$ cat src/source/sifhPkg.sv
`default_nettype none

package sifhPkg;

    // width of one TDC code
    localparam int Np = 10;
    // bin address width, 64 bins
    localparam int Nb = 6;
    localparam int BIN_NUM = 1 << Nb;
    // fine code below the bin field
    localparam int FINE_W = 4;
    // count width, counts stop at 255
    localparam int peakMax = 8;
    localparam logic [peakMax-1:0] COUNT_MAX = '1;

    // acquisitions per pixel, no-photon codes included
    localparam int ACQ_NUM = 40;
    localparam int ACQ_W = $clog2(ACQ_NUM);
    // pixels per frame and result entries
    localparam int PIXEL_NUM = 4;
    localparam int PIX_W = 2;

    // all-ones code marks a missing photon
    localparam logic [Np-1:0] NO_PHOTON = '1;

    // controller states
    localparam logic [1:0] ST_ACQUIRE = 2'd0;
    localparam logic [1:0] ST_DRAIN = 2'd1;
    localparam logic [1:0] ST_SCAN = 2'd2;
    localparam logic [1:0] ST_REPORT = 2'd3;

    // wishbone sizes and status register
    localparam int WB_AW = 3;
    localparam int WB_DW = 16;
    localparam int FRAME_W = 8;
    localparam logic [WB_AW-1:0] STATUS_ADR = 3'd4;

    // raw word for the marker test, fields for the bin select
    typedef union packed {
        logic [Np-1:0] raw;
        struct packed {
            logic [Nb-1:0] bin;
            logic [FINE_W-1:0] fine;
        } fields;
    } tdcCode_t;

endpackage

`default_nettype wire

$ cat src/source/sifhFsm.sv
`timescale 1ns/1ps
`default_nettype none

module sifhFsm (
    input  logic                         clk,
    input  logic                         arstN,
    // code input
    input  logic                         dataValid,
    output logic                         dataReady,
    input  sifhPkg::tdcCode_t            data,
    // per-pixel result
    output logic                         peakValid,
    output logic [sifhPkg::PIX_W-1:0]    peakPixel,
    output logic [sifhPkg::Nb-1:0]       peakBin,
    output logic [sifhPkg::peakMax-1:0]  peakCount
);
    import sifhPkg::*;

    logic [1:0] state;
    logic [1:0] stateNext;
    logic [ACQ_W-1:0] acqCnt;
    logic drainCnt;
    logic [PIX_W-1:0] pixel;

    logic accept;
    logic isPhoton;
    logic lastAcq;

    // pipeline, stage 1 waits for RAM data, stage 2 writes back
    logic s1Valid;
    logic [Nb-1:0] s1Bin;
    logic s2Valid;
    logic [Nb-1:0] s2Bin;
    logic [peakMax-1:0] s2Count;
    // write of the previous cycle, missed by a read-first RAM
    logic wrValidD;
    logic [Nb-1:0] wrBinD;
    logic [peakMax-1:0] wrCountD;
    logic [peakMax-1:0] fwdCount;
    logic [peakMax-1:0] incCount;

    // RAM ports after arbitration
    logic [Nb-1:0] raddr;
    logic rEnable;
    logic [Nb-1:0] waddr;
    logic wEnable;
    logic [peakMax-1:0] newCounts;
    logic [peakMax-1:0] counts;

    // peak finder side
    logic scanStart;
    logic [Nb-1:0] scanAddr;
    logic scanRead;
    logic [Nb-1:0] clrAddr;
    logic clrWrite;
    logic scanDone;

    assign accept = dataValid && dataReady;
    assign isPhoton = (data.raw != NO_PHOTON);
    assign lastAcq = accept && (acqCnt == ACQ_W'(ACQ_NUM - 1));
    // second drain cycle, first scan read follows
    assign scanStart = (state == ST_DRAIN) && drainCnt;

    always_comb begin
        stateNext = state;
        case (state)
            ST_ACQUIRE: if (lastAcq) stateNext = ST_DRAIN;
            ST_DRAIN:   if (drainCnt) stateNext = ST_SCAN;
            ST_SCAN:    if (scanDone) stateNext = ST_REPORT;
            ST_REPORT:  stateNext = ST_ACQUIRE;
            default:    stateNext = ST_ACQUIRE;
        endcase
    end

    always_ff @(posedge clk or negedge arstN) begin
        if (!arstN) begin
            state <= ST_ACQUIRE;
            dataReady <= 1'b0;
            acqCnt <= '0;
            drainCnt <= 1'b0;
            pixel <= '0;
            s1Valid <= 1'b0;
            s2Valid <= 1'b0;
            wrValidD <= 1'b0;
        end else begin
            state <= stateNext;
            // low from the edge of the last accept until after the report
            dataReady <= (stateNext == ST_ACQUIRE);
            if (accept) begin
                acqCnt <= lastAcq ? '0 : acqCnt + 1'b1;
            end
            drainCnt <= (state == ST_DRAIN) ? ~drainCnt : 1'b0;
            if (state == ST_REPORT) begin
                pixel <= (pixel == PIX_W'(PIXEL_NUM - 1)) ? '0 : pixel + 1'b1;
            end
            // no-photon codes take no RAM slot
            s1Valid <= accept && isPhoton;
            s2Valid <= s1Valid;
            wrValidD <= wEnable;
        end
    end

    always_ff @(posedge clk) begin
        s1Bin <= data.fields.bin;
        s2Bin <= s1Bin;
        s2Count <= incCount;
        wrBinD <= waddr;
        wrCountD <= newCounts;
    end

    // newest pending value first, then the write the read missed
    always_comb begin
        if (s2Valid && (s2Bin == s1Bin)) begin
            fwdCount = s2Count;
        end else if (wrValidD && (wrBinD == s1Bin)) begin
            fwdCount = wrCountD;
        end else begin
            fwdCount = counts;
        end
        // saturating increment
        incCount = (fwdCount == COUNT_MAX) ? fwdCount : fwdCount + 1'b1;
    end

    // peak finder owns both ports during the scan
    always_comb begin
        if (state == ST_SCAN) begin
            raddr = scanAddr;
            rEnable = scanRead;
            waddr = clrAddr;
            wEnable = clrWrite;
            newCounts = '0;
        end else begin
            raddr = data.fields.bin;
            rEnable = accept && isPhoton;
            waddr = s2Bin;
            wEnable = s2Valid;
            newCounts = s2Count;
        end
    end

    sifhHistRam u_sifhHistRam (
        .clk       (clk),
        .wEnable   (wEnable),
        .waddr     (waddr),
        .newCounts (newCounts),
        .rEnable   (rEnable),
        .raddr     (raddr),
        .counts    (counts)
    );

    sifhPeakFinder u_sifhPeakFinder (
        .clk       (clk),
        .arstN     (arstN),
        .scanStart (scanStart),
        .scanAddr  (scanAddr),
        .scanRead  (scanRead),
        .binCount  (counts),
        .clrAddr   (clrAddr),
        .clrWrite  (clrWrite),
        .scanDone  (scanDone),
        .peakBin   (peakBin),
        .peakCount (peakCount)
    );

    // finder holds its maximum through the report cycle
    assign peakValid = (state == ST_REPORT);
    assign peakPixel = pixel;

endmodule

`default_nettype wire

$ cat src/source/sifhHistRam.sv
`timescale 1ns/1ps
`default_nettype none

module sifhHistRam (
    input  logic                         clk,
    // port a, write only
    input  logic                         wEnable,
    input  logic [sifhPkg::Nb-1:0]       waddr,
    input  logic [sifhPkg::peakMax-1:0]  newCounts,
    // port b, registered read
    input  logic                         rEnable,
    input  logic [sifhPkg::Nb-1:0]       raddr,
    output logic [sifhPkg::peakMax-1:0]  counts
);
    import sifhPkg::*;

    // one count per bin
    logic [peakMax-1:0] mem [BIN_NUM];

    // empty histogram at power-up
    initial begin
        for (int i = 0; i < BIN_NUM; i++) begin
            mem[i] = '0;
        end
    end

    // write port
    always_ff @(posedge clk) begin
        if (wEnable) begin
            mem[waddr] <= newCounts;
        end
    end

    // read port, old data on a same-address write
    always_ff @(posedge clk) begin
        if (rEnable) begin
            counts <= mem[raddr];
        end
    end

endmodule

`default_nettype wire

$ cat src/source/sifhPeakFinder.sv
`timescale 1ns/1ps
`default_nettype none

module sifhPeakFinder (
    input  logic                         clk,
    input  logic                         arstN,
    input  logic                         scanStart,
    // read side of the scan
    output logic [sifhPkg::Nb-1:0]       scanAddr,
    output logic                         scanRead,
    input  logic [sifhPkg::peakMax-1:0]  binCount,
    // clearing writes behind the reads
    output logic [sifhPkg::Nb-1:0]       clrAddr,
    output logic                         clrWrite,
    // result
    output logic                         scanDone,
    output logic [sifhPkg::Nb-1:0]       peakBin,
    output logic [sifhPkg::peakMax-1:0]  peakCount
);
    import sifhPkg::*;

    logic scanning;
    // read pipeline, stage 1 has the data, stage 2 clears
    logic rdValid1;
    logic rdValid2;
    logic [Nb-1:0] rdAddr1;
    logic [Nb-1:0] rdAddr2;
    // running maximum
    logic [Nb-1:0] maxBin;
    logic [peakMax-1:0] maxCount;

    always_ff @(posedge clk or negedge arstN) begin
        if (!arstN) begin
            scanning <= 1'b0;
            scanAddr <= '0;
            rdValid1 <= 1'b0;
            rdValid2 <= 1'b0;
            scanDone <= 1'b0;
        end else begin
            if (scanStart) begin
                scanning <= 1'b1;
                scanAddr <= '0;
            end else if (scanning) begin
                scanAddr <= scanAddr + 1'b1;
                // stop after the top bin
                if (scanAddr == '1) begin
                    scanning <= 1'b0;
                end
            end
            rdValid1 <= scanning;
            rdValid2 <= rdValid1;
            // one cycle after the compare of the top bin
            scanDone <= rdValid1 && (rdAddr1 == '1);
        end
    end

    always_ff @(posedge clk) begin
        rdAddr1 <= scanAddr;
        rdAddr2 <= rdAddr1;
        if (scanStart) begin
            maxBin <= '0;
            maxCount <= '0;
        end else if (rdValid1 && (binCount > maxCount)) begin
            // strict compare, ties keep the lower bin
            maxBin <= rdAddr1;
            maxCount <= binCount;
        end
    end

    assign scanRead = scanning;
    // bin is zeroed two cycles after its read
    assign clrAddr = rdAddr2;
    assign clrWrite = rdValid2;
    assign peakBin = maxBin;
    assign peakCount = maxCount;

endmodule

`default_nettype wire

$ cat src/source/sifhTop.sv
`timescale 1ns/1ps
`default_nettype none

module sifhTop (
    input  logic                         clk,
    input  logic                         arstN,
    // code input
    input  logic                         dataValid,
    output logic                         dataReady,
    input  sifhPkg::tdcCode_t            data,
    // wishbone classic
    input  logic                         wbCyc,
    input  logic                         wbStb,
    input  logic                         wbWe,
    input  logic [sifhPkg::WB_AW-1:0]    wbAdr,
    input  logic [sifhPkg::WB_DW-1:0]    wbDatW,
    output logic [sifhPkg::WB_DW-1:0]    wbDatR,
    output logic                         wbAck
);
    import sifhPkg::*;

    // result pulse and payload
    logic peakValid;
    logic [PIX_W-1:0] peakPixel;
    logic [Nb-1:0] peakBin;
    logic [peakMax-1:0] peakCount;

    sifhFsm u_sifhFsm (
        .clk       (clk),
        .arstN     (arstN),
        .dataValid (dataValid),
        .dataReady (dataReady),
        .data      (data),
        .peakValid (peakValid),
        .peakPixel (peakPixel),
        .peakBin   (peakBin),
        .peakCount (peakCount)
    );

    sifhWbSlave u_sifhWbSlave (
        .clk       (clk),
        .arstN     (arstN),
        .wbCyc     (wbCyc),
        .wbStb     (wbStb),
        .wbWe      (wbWe),
        .wbAdr     (wbAdr),
        .wbDatW    (wbDatW),
        .wbDatR    (wbDatR),
        .wbAck     (wbAck),
        .peakValid (peakValid),
        .peakPixel (peakPixel),
        .peakBin   (peakBin),
        .peakCount (peakCount)
    );

endmodule

`default_nettype wire

$ cat src/source/sifhWbSlave.sv
`timescale 1ns/1ps
`default_nettype none

module sifhWbSlave (
    input  logic                         clk,
    input  logic                         arstN,
    // wishbone classic
    input  logic                         wbCyc,
    input  logic                         wbStb,
    input  logic                         wbWe,
    input  logic [sifhPkg::WB_AW-1:0]    wbAdr,
    input  logic [sifhPkg::WB_DW-1:0]    wbDatW,
    output logic [sifhPkg::WB_DW-1:0]    wbDatR,
    output logic                         wbAck,
    // results from the controller
    input  logic                         peakValid,
    input  logic [sifhPkg::PIX_W-1:0]    peakPixel,
    input  logic [sifhPkg::Nb-1:0]       peakBin,
    input  logic [sifhPkg::peakMax-1:0]  peakCount
);
    import sifhPkg::*;

    // result bank, one entry per pixel
    logic [Nb-1:0] resBin [PIXEL_NUM];
    logic [peakMax-1:0] resCount [PIXEL_NUM];

    logic frameDone;
    logic [FRAME_W-1:0] frameCnt;
    logic wbReq;
    logic statusClr;
    logic lastPixel;

    // new request, not yet acked
    assign wbReq = wbCyc && wbStb && !wbAck;
    assign statusClr = wbReq && wbWe && (wbAdr == STATUS_ADR) && wbDatW[0];
    assign lastPixel = peakValid && (peakPixel == PIX_W'(PIXEL_NUM - 1));

    always_ff @(posedge clk or negedge arstN) begin
        if (!arstN) begin
            wbAck <= 1'b0;
            frameDone <= 1'b0;
            frameCnt <= '0;
        end else begin
            // one-cycle ack, gone when stb drops
            wbAck <= wbReq;
            // a finishing frame wins over a clear
            if (lastPixel) begin
                frameDone <= 1'b1;
                frameCnt <= frameCnt + 1'b1;
            end else if (statusClr) begin
                frameDone <= 1'b0;
            end
        end
    end

    always_ff @(posedge clk) begin
        if (peakValid) begin
            resBin[peakPixel] <= peakBin;
            resCount[peakPixel] <= peakCount;
        end
    end

    // read mux, unmapped addresses read zero
    always_comb begin
        wbDatR = '0;
        if (wbAdr == STATUS_ADR) begin
            wbDatR[WB_DW-1 -: FRAME_W] = frameCnt;
            wbDatR[0] = frameDone;
        end else if (wbAdr < WB_AW'(PIXEL_NUM)) begin
            wbDatR[peakMax +: Nb] = resBin[wbAdr[PIX_W-1:0]];
            wbDatR[peakMax-1:0] = resCount[wbAdr[PIX_W-1:0]];
        end
    end

endmodule

`default_nettype wire

$ cat config.mk
export PLATFORM = sky130hd
export DESIGN_NAME = sifhTop
export DESIGN_NICKNAME = d
export VERILOG_FILES = /design/src/source/sifhPkg.sv /design/src/source/sifhFsm.sv /design/src/source/sifhHistRam.sv /design/src/source/sifhPeakFinder.sv /design/src/source/sifhTop.sv /design/src/source/sifhWbSlave.sv
export SDC_FILE = /design/constraint.sdc
export NUM_CORES = 1
export LEC_CHECK = 0
export ABC_CLOCK_PERIOD_IN_PS = 3800
export BUFFER_PORTS_ARGS = -buffer_cell sky130_fd_sc_hd__buf_2
export CORE_MARGIN = 1
export CORE_UTILIZATION = 62
export CTS_CLUSTER_DIAMETER = 30
export CTS_CLUSTER_SIZE = 12
export DETAILED_ROUTE_END_ITERATION = 8
export PLACE_DENSITY = 0.91
export RECOVER_POWER = 25
export SYNTH_ARGS = -nofsm -noshare
export SYNTH_HDL_FRONTEND = slang
export SYNTH_SLANG_ARGS = --single-unit
$ cat constraint.sdc
create_clock -name clk -period 3.8 [get_ports clk]
set_input_delay 0.38 -clock clk [delete_from_list [all_inputs] [get_ports clk]]
set_output_delay 0.38 -clock clk [all_outputs]
set_load 0.005 [all_outputs]
# Word-level counts from Yosys, hierarchy flattened

Memory sizes are Yosys's and may differ from the RTL's. A register that Yosys moved wholly into a read port is not among the register bits.
Index checks and enable logic that the tools add are counted.

Reduce and logical (&&, ||, !) cells: 19
$add $sub $neg: 5
Eq/ne operators: 12
Bitwise gates (word level): 1
Muxes and demuxes: 31
Magnitude comparators: 2

Operator list:

| operator                                                              | number |
|---|---|
| 6-bit 2-to-1 mux                                                      | 6 |
| 8-bit 2-to-1 mux                                                      | 4 |
| 6-bit equality test, second input constant                            | 3 |
| 8-bit by 1-bit adder with 8-bit output, second input constant         | 2 |
| 1-bit logical AND                                                     | 14 |
| 14-bit 2-to-1 mux                                                     | 1 |
| 1-bit 2-to-1 mux                                                      | 13 |
| 6-bit by 1-bit adder with 6-bit output, second input constant         | 2 |
| 6-bit equality test                                                   | 2 |
| 2-bit 2-to-1 mux                                                      | 5 |
| 10-bit != test, second input constant                                 | 1 |
| 8-bit equality test, second input constant                            | 1 |
| 8-bit greater-than comparator                                         | 1 |
| 2-bit case mux with 4 select lines                                    | 1 |
| 7-bit 2-to-1 mux                                                      | 1 |
| 2-bit equality test, second input constant                            | 3 |
| 2-bit zero test                                                       | 2 |
| 2-bit nonzero test                                                    | 2 |
| 3-bit equality test, second input constant                            | 1 |
| 3-bit less-than comparator, second input constant                     | 1 |
| 2-bit by 1-bit adder with 2-bit output, second input constant         | 1 |
| 2-bit by 1-bit equality test with 1-bit output, second input constant | 1 |
| 1-bit zero test                                                       | 1 |
| 1-bit NOT                                                             | 1 |

Register bits: 95
RAM bits: 568
Memories: 3
Bits of input ports: 35
Output and inout bits: 18

Memory list:

| name                        | words | width | rd ports | clocked after Yosys merged registers in | wr ports | RTL line          | text |
|---|---|---|---|---|---|---|---|
| u_sifhFsm.u_sifhHistRam.mem | 64    | 8     | 1        | 1                                       | 1        | sifhHistRam.sv:18 | `logic [peakMax-1:0] mem [BIN_NUM];` |
| u_sifhWbSlave.resCount      | 4     | 8     | 1        | 0                                       | 1        | sifhWbSlave.sv:25 | `logic [peakMax-1:0] resCount [PIXEL_NUM];` |
| u_sifhWbSlave.resBin        | 4     | 6     | 1        | 0                                       | 1        | sifhWbSlave.sv:24 | `logic [Nb-1:0] resBin [PIXEL_NUM];` |

# Longest topological paths before layout

Gate-level depths: netlist (run 1).

Depth in word-level cells: 7
Gate-level depth with buffers: 12
Depth with buffers taken out: 9

# Modules after synthesis

From an unflattened synthesis (run 1), not the netlist that was laid out.

Cell total of the unflattened synthesis: 1,424
Area, all modules: 26,541.7 sq um

By module, submodules not included:

| module         | times used | area an instance (sq um) | cells each | seq. area each (sq um) |
|---|---|---|---|---|
| sifhHistRam    | 1          | 20,246.9                 | 940        | 15,615.0 |
| sifhWbSlave    | 1          | 2,693.8                  | 152        | 1,931.9 |
| sifhFsm        | 1          | 2,122.0                  | 196        | 1,056.0 |
| sifhPeakFinder | 1          | 1,478.9                  | 136        | 770.7 |

# Worst setup path before layout (run 1)

Ideal clock, no wire load.

Path kind: reg-to-reg
Start point: reg u_sifhFsm.state[0]
End point: mem u_sifhFsm.u_sifhHistRam.mem[40][0], enable pin
Setup slack: 0.984 ns
Cell stages (with the launch flop): 8
Buffers on the path: 1
Period minus slack after synthesis: 2.816 ns
Data required time: 3.417 ns
Arrival time: 2.432 ns
Setup time: 0.383 ns
Cells stage by stage: dfrtp_1 nor2b_1 clkbuf_1 mux2i_1 inv_1 nor4_1 nand2_1 nor3_1

RTL lines:

| item                                        | RTL line          | text |
|---|---|---|
| start: declaration                          | sifhFsm.sv:19     | `logic [1:0] state;` |
| start signal: assignment                    | sifhFsm.sv:86     | `state <= stateNext;` |
| 2-bit equality test                         | sifhFsm.sv:126    | `if (state == ST_SCAN) begin` |
| 6-bit 2-to-1 mux                            | sifhFsm.sv:126    |  |
| via u_sifhFsm.u_sifhHistRam.waddr (one bit) | sifhHistRam.sv:8  | `input logic [sifhPkg::Nb-1:0] waddr,` |
| end: declaration                            | sifhHistRam.sv:18 |  |

The timed path passes the listed nets, and every way through them passes these cells.

# Worst setup path after layout (run 1)

Start point: reg u_sifhFsm.state[0]
End point: mem u_sifhFsm.u_sifhHistRam.mem[21][2] (data pin)

Cells in the longest elaborated chain, start to end: 2

RTL lines:

| item                       | RTL line       | text |
|---|---|---|
| 2-bit equality test        | sifhFsm.sv:126 |  |
| 8-bit 2-to-1 mux           | sifhFsm.sv:126 |  |
| via u_sifhFsm.newCounts[2] | sifhFsm.sv:47  | `logic [peakMax-1:0] newCounts;` |

The timed path passes the listed nets, and every way through them passes these cells.

==> results of run 1 <==
-- final timing paths --
kind,startpoint,to,slack (ps)
setup / recovery,u_sifhFsm.state[0],u_sifhFsm.u_sifhHistRam.mem[21][2],60
hold / removal,wbWe,u_sifhWbSlave.frameDone,90
setup reg to reg,u_sifhFsm.state[0],u_sifhFsm.u_sifhHistRam.mem[21][2],60
hold reg to reg,u_sifhFsm.s1Valid,u_sifhFsm.s2Valid,340
max in group asynchronous,arstN,u_sifhFsm.acqCnt[0],1890
min in group asynchronous,arstN,u_sifhWbSlave.frameCnt[7],800
-- routing by layer --
metal  routed length (µm)  track usage  vias to the layer above
li1                     -            -                     6762
met1                24700        0.422                     8357
met2                34100        0.537                     1639
met3                 9190        0.112                      429
met4                 4790        0.191                        0
met5                    0            0                        -
-- synth_stat cells (7+ instances only) --
cell type and n:
a22oi_1 15, nand3b_1 8, o21ai_0 12, nor2_1 105
nand3_1 68, o22ai_1 7, xnor2_1 16, mux2i_1 97
nor3_1 12, nand4_1 30, clkbuf_1 50, nor4_1 9
nor2b_1 13, mux2_2 8, xor2_1 10, a21oi_1 32
and2_1 11, inv_1 22, edfxtp_1 576, nand2_1 211
mux4_2 71, a222oi_1 16, a221o_1 17, a31oi_1 34
dfxtp_1 60, dfrtp_1 35, and3_1 21, buf_2 11
ha_1 15
-- where the power goes --
part           switching (µW)  internal [µW]
Combinational             861            347
Sequential                106           8360
Clock                    3720           6810
Total                    4690          15500
-- stage by stage --
step,hold slack [ps],std cells,worst slack [ps]
2_1_floorplan,84.4,1649,984
3_3_place_gp,335,2244,685
3_5_place_dp,350,2244,544
4_1_cts,34.1,2460,458
5_1_grt,93.2,2461,51.5
6_report,85.2,2463,59.0
-- critical path, delay by kind of cell, from the launching register on --
family,cells,cell delay (ps)
flip-flops,1,540
AND/OR/NAND/NOR,2,2170
buffers and inverters,2,830
-- flip-flops by register name, summed over array words and instances (netlist names), 2 cells and up --
register                              count
u_sifhFsm.u_sifhPeakFinder.clrAddr        6
u_sifhFsm.u_sifhPeakFinder.scanAddr       6
u_sifhFsm.acqCnt                          6
u_sifhFsm.u_sifhHistRam.mem             512
u_sifhFsm.u_sifhPeakFinder.rdAddr1        6
u_sifhFsm.u_sifhHistRam.counts            8
u_sifhFsm.s2Count                         8
u_sifhFsm.s1Bin                           6
u_sifhWbSlave.resCount                   32
u_sifhFsm.s2Bin                           6
u_sifhWbSlave.frameCnt                    8
u_sifhFsm.u_sifhPeakFinder.peakBin        6
u_sifhFsm.u_sifhPeakFinder.peakCount      8
u_sifhFsm.state                           2
u_sifhFsm.wrBinD                          6
u_sifhFsm.peakPixel                       2
u_sifhFsm.wrCountD                        8
u_sifhWbSlave.resBin                     24
-- cell families (layout without fill, tap and decap cells) --
kind of cell / Yosys count / count (layout) / share of synthesized area
compound gates: 153 / 153 / 0.0410
fa+ha+maj: 15 / 15 / 0.00712
buf+inv: 104 / 376 / 0.0198
flops: 671 / 671 / 0.735
xor+xnor: 26 / 26 / 0.00864
simple gates: 503 / 503 / 0.0863
other cells: 0 / 3 / 0
mux: 177 / 177 / 0.102
-- layout make-up --
cell class / count / area [µm²] / area share
Sequential cell: 671 / 19400 / 0.612
Clock inverter: 76 / 971 / 0.0307
Multi-Input combinational cell: 874 / 6490 / 0.205
Tap cell: 539 / 674 / 0.0213
Inverter: 23 / 86.3 / 0.00273
Antenna cell: 3 / 7.51 / 0.000237
Clock buffer: 131 / 2950 / 0.0931
Timing Repair Buffer: 146 / 1090 / 0.0346
==> flow_metrics.tcl, run 1 <==
set metrics [dict create \
    cap_violations 9 \
    drtIter0Drc 3139 \
    cp-end-kind "flop" \
    crit_required_ps 4240 \
    crit_chain "nand2b_1 -> buf_4 -> and2_0 -> buf_4" \
    yosysTopAreaCellShare 0.657 \
    postLayoutCoreUtil 0.754 \
    leakagePower_uw 0.0112 \
    postSynthCellCount 1649 \
    cts_buffers 111 \
    cts_htree_levels 3 \
    hold_violations 0 \
    clk_pin_slew_ps 50 \
    finalCriticalPeriod_ps 3740 \
    setup_viol 0 \
    synth.distinct_cells 54 \
    place.port_buffers 37 \
    clock_skew_ps 34.9 \
    initial_core_util 0.628 \
    clockBufferDepth 3 \
    mostFrequentLayoutCells "edfxtp_1 (576), nand2_1 (211), clkbuf_16 (114)" \
    cts_sinks 671 \
    cts_tree "built" \
    synth-edff-count 576 \
    area_growth_pct 20.1 \
    design_area_um2 31600 \
    drive_gt1_frac 0.206 \
    cpPeakStageDelay_ps 1920 \
    route.detailed.drc 0 \
    min_period_over_period 0.984 \
    route.vias.total 17200 \
    io-pin-count 53 \
    crit_slowest_cell "and2_0" \
    rows 75 \
    power.density_nw_per_um2 638 \
    drt.antenna.violating_nets 0 \
    fillerInstances 2003 \
    hold_depth 3 \
    die_area_um2 43300 \
    grt_pass1_wl_mm 108 \
    relSlewSlack -0.703 \
    postCtsHoldBufs 9 \
    synth.area.top_cells "edfxtp_1 (66%), mux4_2 (6.1%), dfxtp_1 (4.6%)" \
    synth-seq-cells 671 \
    wl_per_cell_um 29.5 \
    place_congestion 0.922 \
    yosys_warnings 0 \
    synth-seq-area-share 0.735 \
    grt_max_degree 81 \
    crit_arrival_ps 4180 \
    insertion_delay_ps 660 \
    yosys.area.top_type "edfxtp_1" \
    critPathMaxFanout 35 \
    core_area_um2 41900 \
    worstMarginPinSlew_ps 2550 \
    routed_via_density 6.98 \
    final_nets 1877 \
    rsz0062_at_grt "no" \
    clock-root-buffer "clkbuf_16" \
    syn-cell-area_um2 26300 \
    cp-start-kind "flop" \
    dpl_cell_area_um2 27700 \
    dp_hpwl_mm 37.0 \
    violations "max-capacitance violations, max-slew violations" \
    grt.overflow.total 0 \
    track_usage 0.342 \
    antenna_found_initial 3 \
    async_reset_ff_frac 0.0522 \
    die_w_um 208 \
    status "finished, violations left" \
    cts_resized 0 \
    drt-total-wl_mm 72.8 \
    fmax_ghz 0.267 \
    crit_path_frequent_cell "buf_4" \
    p_total_uw 20200 \
    path_class "flop to flop" \
    syn_nets 1699 \
    slew_viol_final 312 \
    avgSynthCellArea_um2 16.0 \
    final_common_cell "edfxtp_1" \
    reg2regPathDepth 4 \
    ir_drop_mv 0.411 \
    post_cts_buffers 0 \
    grt_pass1_vias 17600 \
    tns_ps 0 \
    min_path_type "input port to flop" \
    dr.pass1.iters 7 \
    synth_flop_cell "edfxtp_1" \
    die_h_um 208 \
]
(Power assumes the default switching activity.)
==> inputs of run 2 (changes only) <==
--- a/config.mk
+++ b/config.mk
@@ -5,14 +5,14 @@
 export SDC_FILE = /design/constraint.sdc
 export NUM_CORES = 1
 export LEC_CHECK = 0
+export ABC_AREA = 1
 export ABC_CLOCK_PERIOD_IN_PS = 3800
 export BUFFER_PORTS_ARGS = -buffer_cell sky130_fd_sc_hd__buf_2
 export CORE_MARGIN = 1
 export CORE_UTILIZATION = 62
-export CTS_CLUSTER_DIAMETER = 30
 export CTS_CLUSTER_SIZE = 12
 export DETAILED_ROUTE_END_ITERATION = 8
-export PLACE_DENSITY = 0.91
+export PLACE_DENSITY = 0.79
 export RECOVER_POWER = 25
 export SYNTH_ARGS = -nofsm -noshare
 export SYNTH_HDL_FRONTEND = slang
==> run 2 against run 1 <==
The run still ends with max-capacitance violations, max-slew violations left; cell area fell by 1.9%; first-iteration DRC count fell by 31%; worst setup slack improved by 250 ps; via count rose by 11%; total power fell by 30%; global-route usage fell by 5.7 points; maximum frequency rose by 7.1%.
==> flow_metrics.tcl, run 2 <==
set metrics [dict create \
    synth-seq-cells 671 \
    status "finished, violations left" \
    final_nets 2703 \
    synth_fa_ha_area_frac 0.00676 \
    insertion_delay_ps 600 \
    synth_compound_area_frac 0.0508 \
    area_growth_pct 11.8 \
    track_usage 0.285 \
    grt.overflow.total 0 \
    routed_via_density 5.81 \
    crit_slowest_cell "nand4_1" \
    crit_arrival_ps 3790 \
    place.port_buffers 37 \
    synth_top_family_by_area "simple AND/OR/NAND/NOR gates" \
    clock-root-buffer "clkbuf_16" \
    core_area_um2 44200 \
    post_cts_buffers 0 \
    cp-start-kind "flop" \
    io-pin-count 53 \
    postLayoutCoreUtil 0.702 \
    cap_violations 5 \
    synth.area.top_cells "edfxtp_1 (62%), nand2_1 (10%), nand3_1 (5.2%)" \
    min_path_type "input port to flop" \
    synth-edff-count 576 \
    rows 77 \
    fillerInstances 2949 \
    synthSimpleGateAreaFrac 0.199 \
    die_w_um 214 \
    synth-seq-area-share 0.698 \
    worstMarginPinSlew_ps 1910 \
    finalCriticalPeriod_ps 3490 \
    die_h_um 214 \
    largest_reg_flops 512 \
    synth.distinct_cells 35 \
    violations "max-capacitance violations, max-slew violations" \
    path_class "flop to flop" \
    drive_gt1_frac 0.0861 \
    cts_tree "built" \
    crit_chain "inv_1 -> nor2_1 -> buf_4 -> or2_2 -> o21ai_0 -> inv_1 -> nand4_1 -> buf_4 -> nor2_1 -> buf_4" \
    leakagePower_uw 0.0117 \
    synth_xor_area_frac 0.00284 \
    wl_per_cell_um 19.2 \
    yosysTopAreaCellShare 0.623 \
    multiInputGateArea_um2 7270 \
    fin_hold_ws_ps 42.1 \
    antenna_found_initial 2 \
    cts_resized 0 \
    crit_path_frequent_cell "buf_4" \
    final_common_cell "nand2_1" \
    power.density_nw_per_um2 458 \
    die_area_um2 45600 \
    initial_core_util 0.628 \
    relSlewSlack -0.272 \
    yosysMostFrequentCell "nand2_1" \
    tns_ps 0 \
    grt_max_degree 193 \
    clock_skew_ps 16.2 \
    grt_pass1_wl_mm 97.9 \
    ir_drop_mv 0.432 \
    top_register "u_sifhFsm.u_sifhHistRam.mem" \
    yosys.area.top_type "edfxtp_1" \
    route.vias.total 19100 \
    synth.top_cells.by_count "nand2_1 (737), edfxtp_1 (576), nand3_1 (286)" \
    fmax_ghz 0.286 \
    cts_htree_levels 3 \
    drt.antenna.violating_nets 0 \
    place_congestion 0.999 \
    reg.largest.list "u_sifhFsm.u_sifhHistRam.mem: 512 flops, u_sifhWbSlave.resCount: 32 flops, u_sifhWbSlave.resBin: 24 flops" \
    setup_viol 0 \
    clockBufferDepth 3 \
    drt-total-wl_mm 63.3 \
    yosys_warnings 0 \
    route.detailed.drc 0 \
    hold_violations 0 \
    critPathMaxFanout 16 \
    min_period_over_period 0.919 \
    avgSynthCellArea_um2 10.8 \
    regArea_um2 19400 \
    syn-cell-area_um2 27800 \
    cts_buffers 69 \
    syn_nets 2618 \
    postSynthCellCount 2568 \
    mostFrequentLayoutCells "nand2_1 (737), edfxtp_1 (576), nand3_1 (286)" \
    rsz0062_at_grt "no" \
    cts_sinks 671 \
    clk_pin_slew_ps 60 \
    drtIter0Drc 2156 \
    synthMuxAreaShare 0 \
    synth_flop_cell "edfxtp_1" \
    grt_pass1_vias 18100 \
    slew_viol_final 253 \
    async_reset_ff_frac 0.0522 \
    cpPeakStageDelay_ps 630 \
    postCtsHoldBufs 7 \
    dr.pass1.iters 5 \
    dp_hpwl_mm 36.9 \
    cp-end-kind "flop" \
    crit_required_ps 4100 \
]
run 2: layout make-up:
class / instances / share of cell area
clock buffer: 99 / 0.0619
tap: 592 / 0.0239
antenna: 2 / 0.000161
timing repair buffer: 136 / 0.0325
clock inverter: 13 / 0.00419
inverter: 160 / 0.0193
sequential: 671 / 0.624
multi-input combinational: 1615 / 0.234
run 2: path summary, 6_finish.rpt:
check / endpoint / slack, ps / start / depth (start not counted)
max: u_sifhFsm.u_sifhHistRam.mem[5][5] / 310 / u_sifhFsm.state[1] / 10
min reg2reg: u_sifhFsm.s2Valid / 350 / u_sifhFsm.s1Valid / 0
min: u_sifhWbSlave.wbAck / 40 / wbStb / 3
min in group asynchronous: u_sifhWbSlave.frameDone / 860 / arstN / 2
max in group asynchronous: u_sifhFsm.state[1] / 1850 / arstN / 2
max reg2reg: u_sifhFsm.u_sifhHistRam.mem[5][5] / 310 / u_sifhFsm.state[1] / 10
run 2: through the flow:
stage,area [µm²],cells,power (µW),setup WS [ps]
2_1_floorplan,27800,2568,8120,1020
4_1_cts,31100,3286,14300,684
5_1_grt,31100,3288,14600,217
6_report,31100,3288,14200,306
3_5_place_dp,29000,3167,8170,716
3_3_place_gp,29000,3167,8160,743
run 2: kinds of logic (layout without fill, tap and decap cells):
kind of cell | Yosys count | in the layout
adder cells (fa/ha/maj) | 15 | 15
other | 0 | 2
flip-flops | 671 | 671
buffers and inverters | 282 | 408
AND/OR/NAND/NOR | 1337 | 1337
AO/OA/AOI/OAI | 254 | 254
XOR/XNOR | 9 | 9
run 2: power by group:
group / switching (µW) / total, µW / internal [µW]
logic: 72.9 / 112 / 38.9
clock network: 2670 / 6200 / 3530
registers: 8.55 / 7910 / 7900
run 2: layer usage:
metal / GRT usage / routed length, µm
met3: 0.0479 / 5810
met5: 0 / 0
met2: 0.459 / 30000
met1: 0.379 / 24500
met4: 0.139 / 2950
run 2: worst max-delay path: cells and delay by family (launching register included):
family,cells,cell delay [ps]
buffers and inverters,5,1400
DFF,1,380
and+or+nand+nor,4,1180
AOI/OAI and AO/OA,1,230
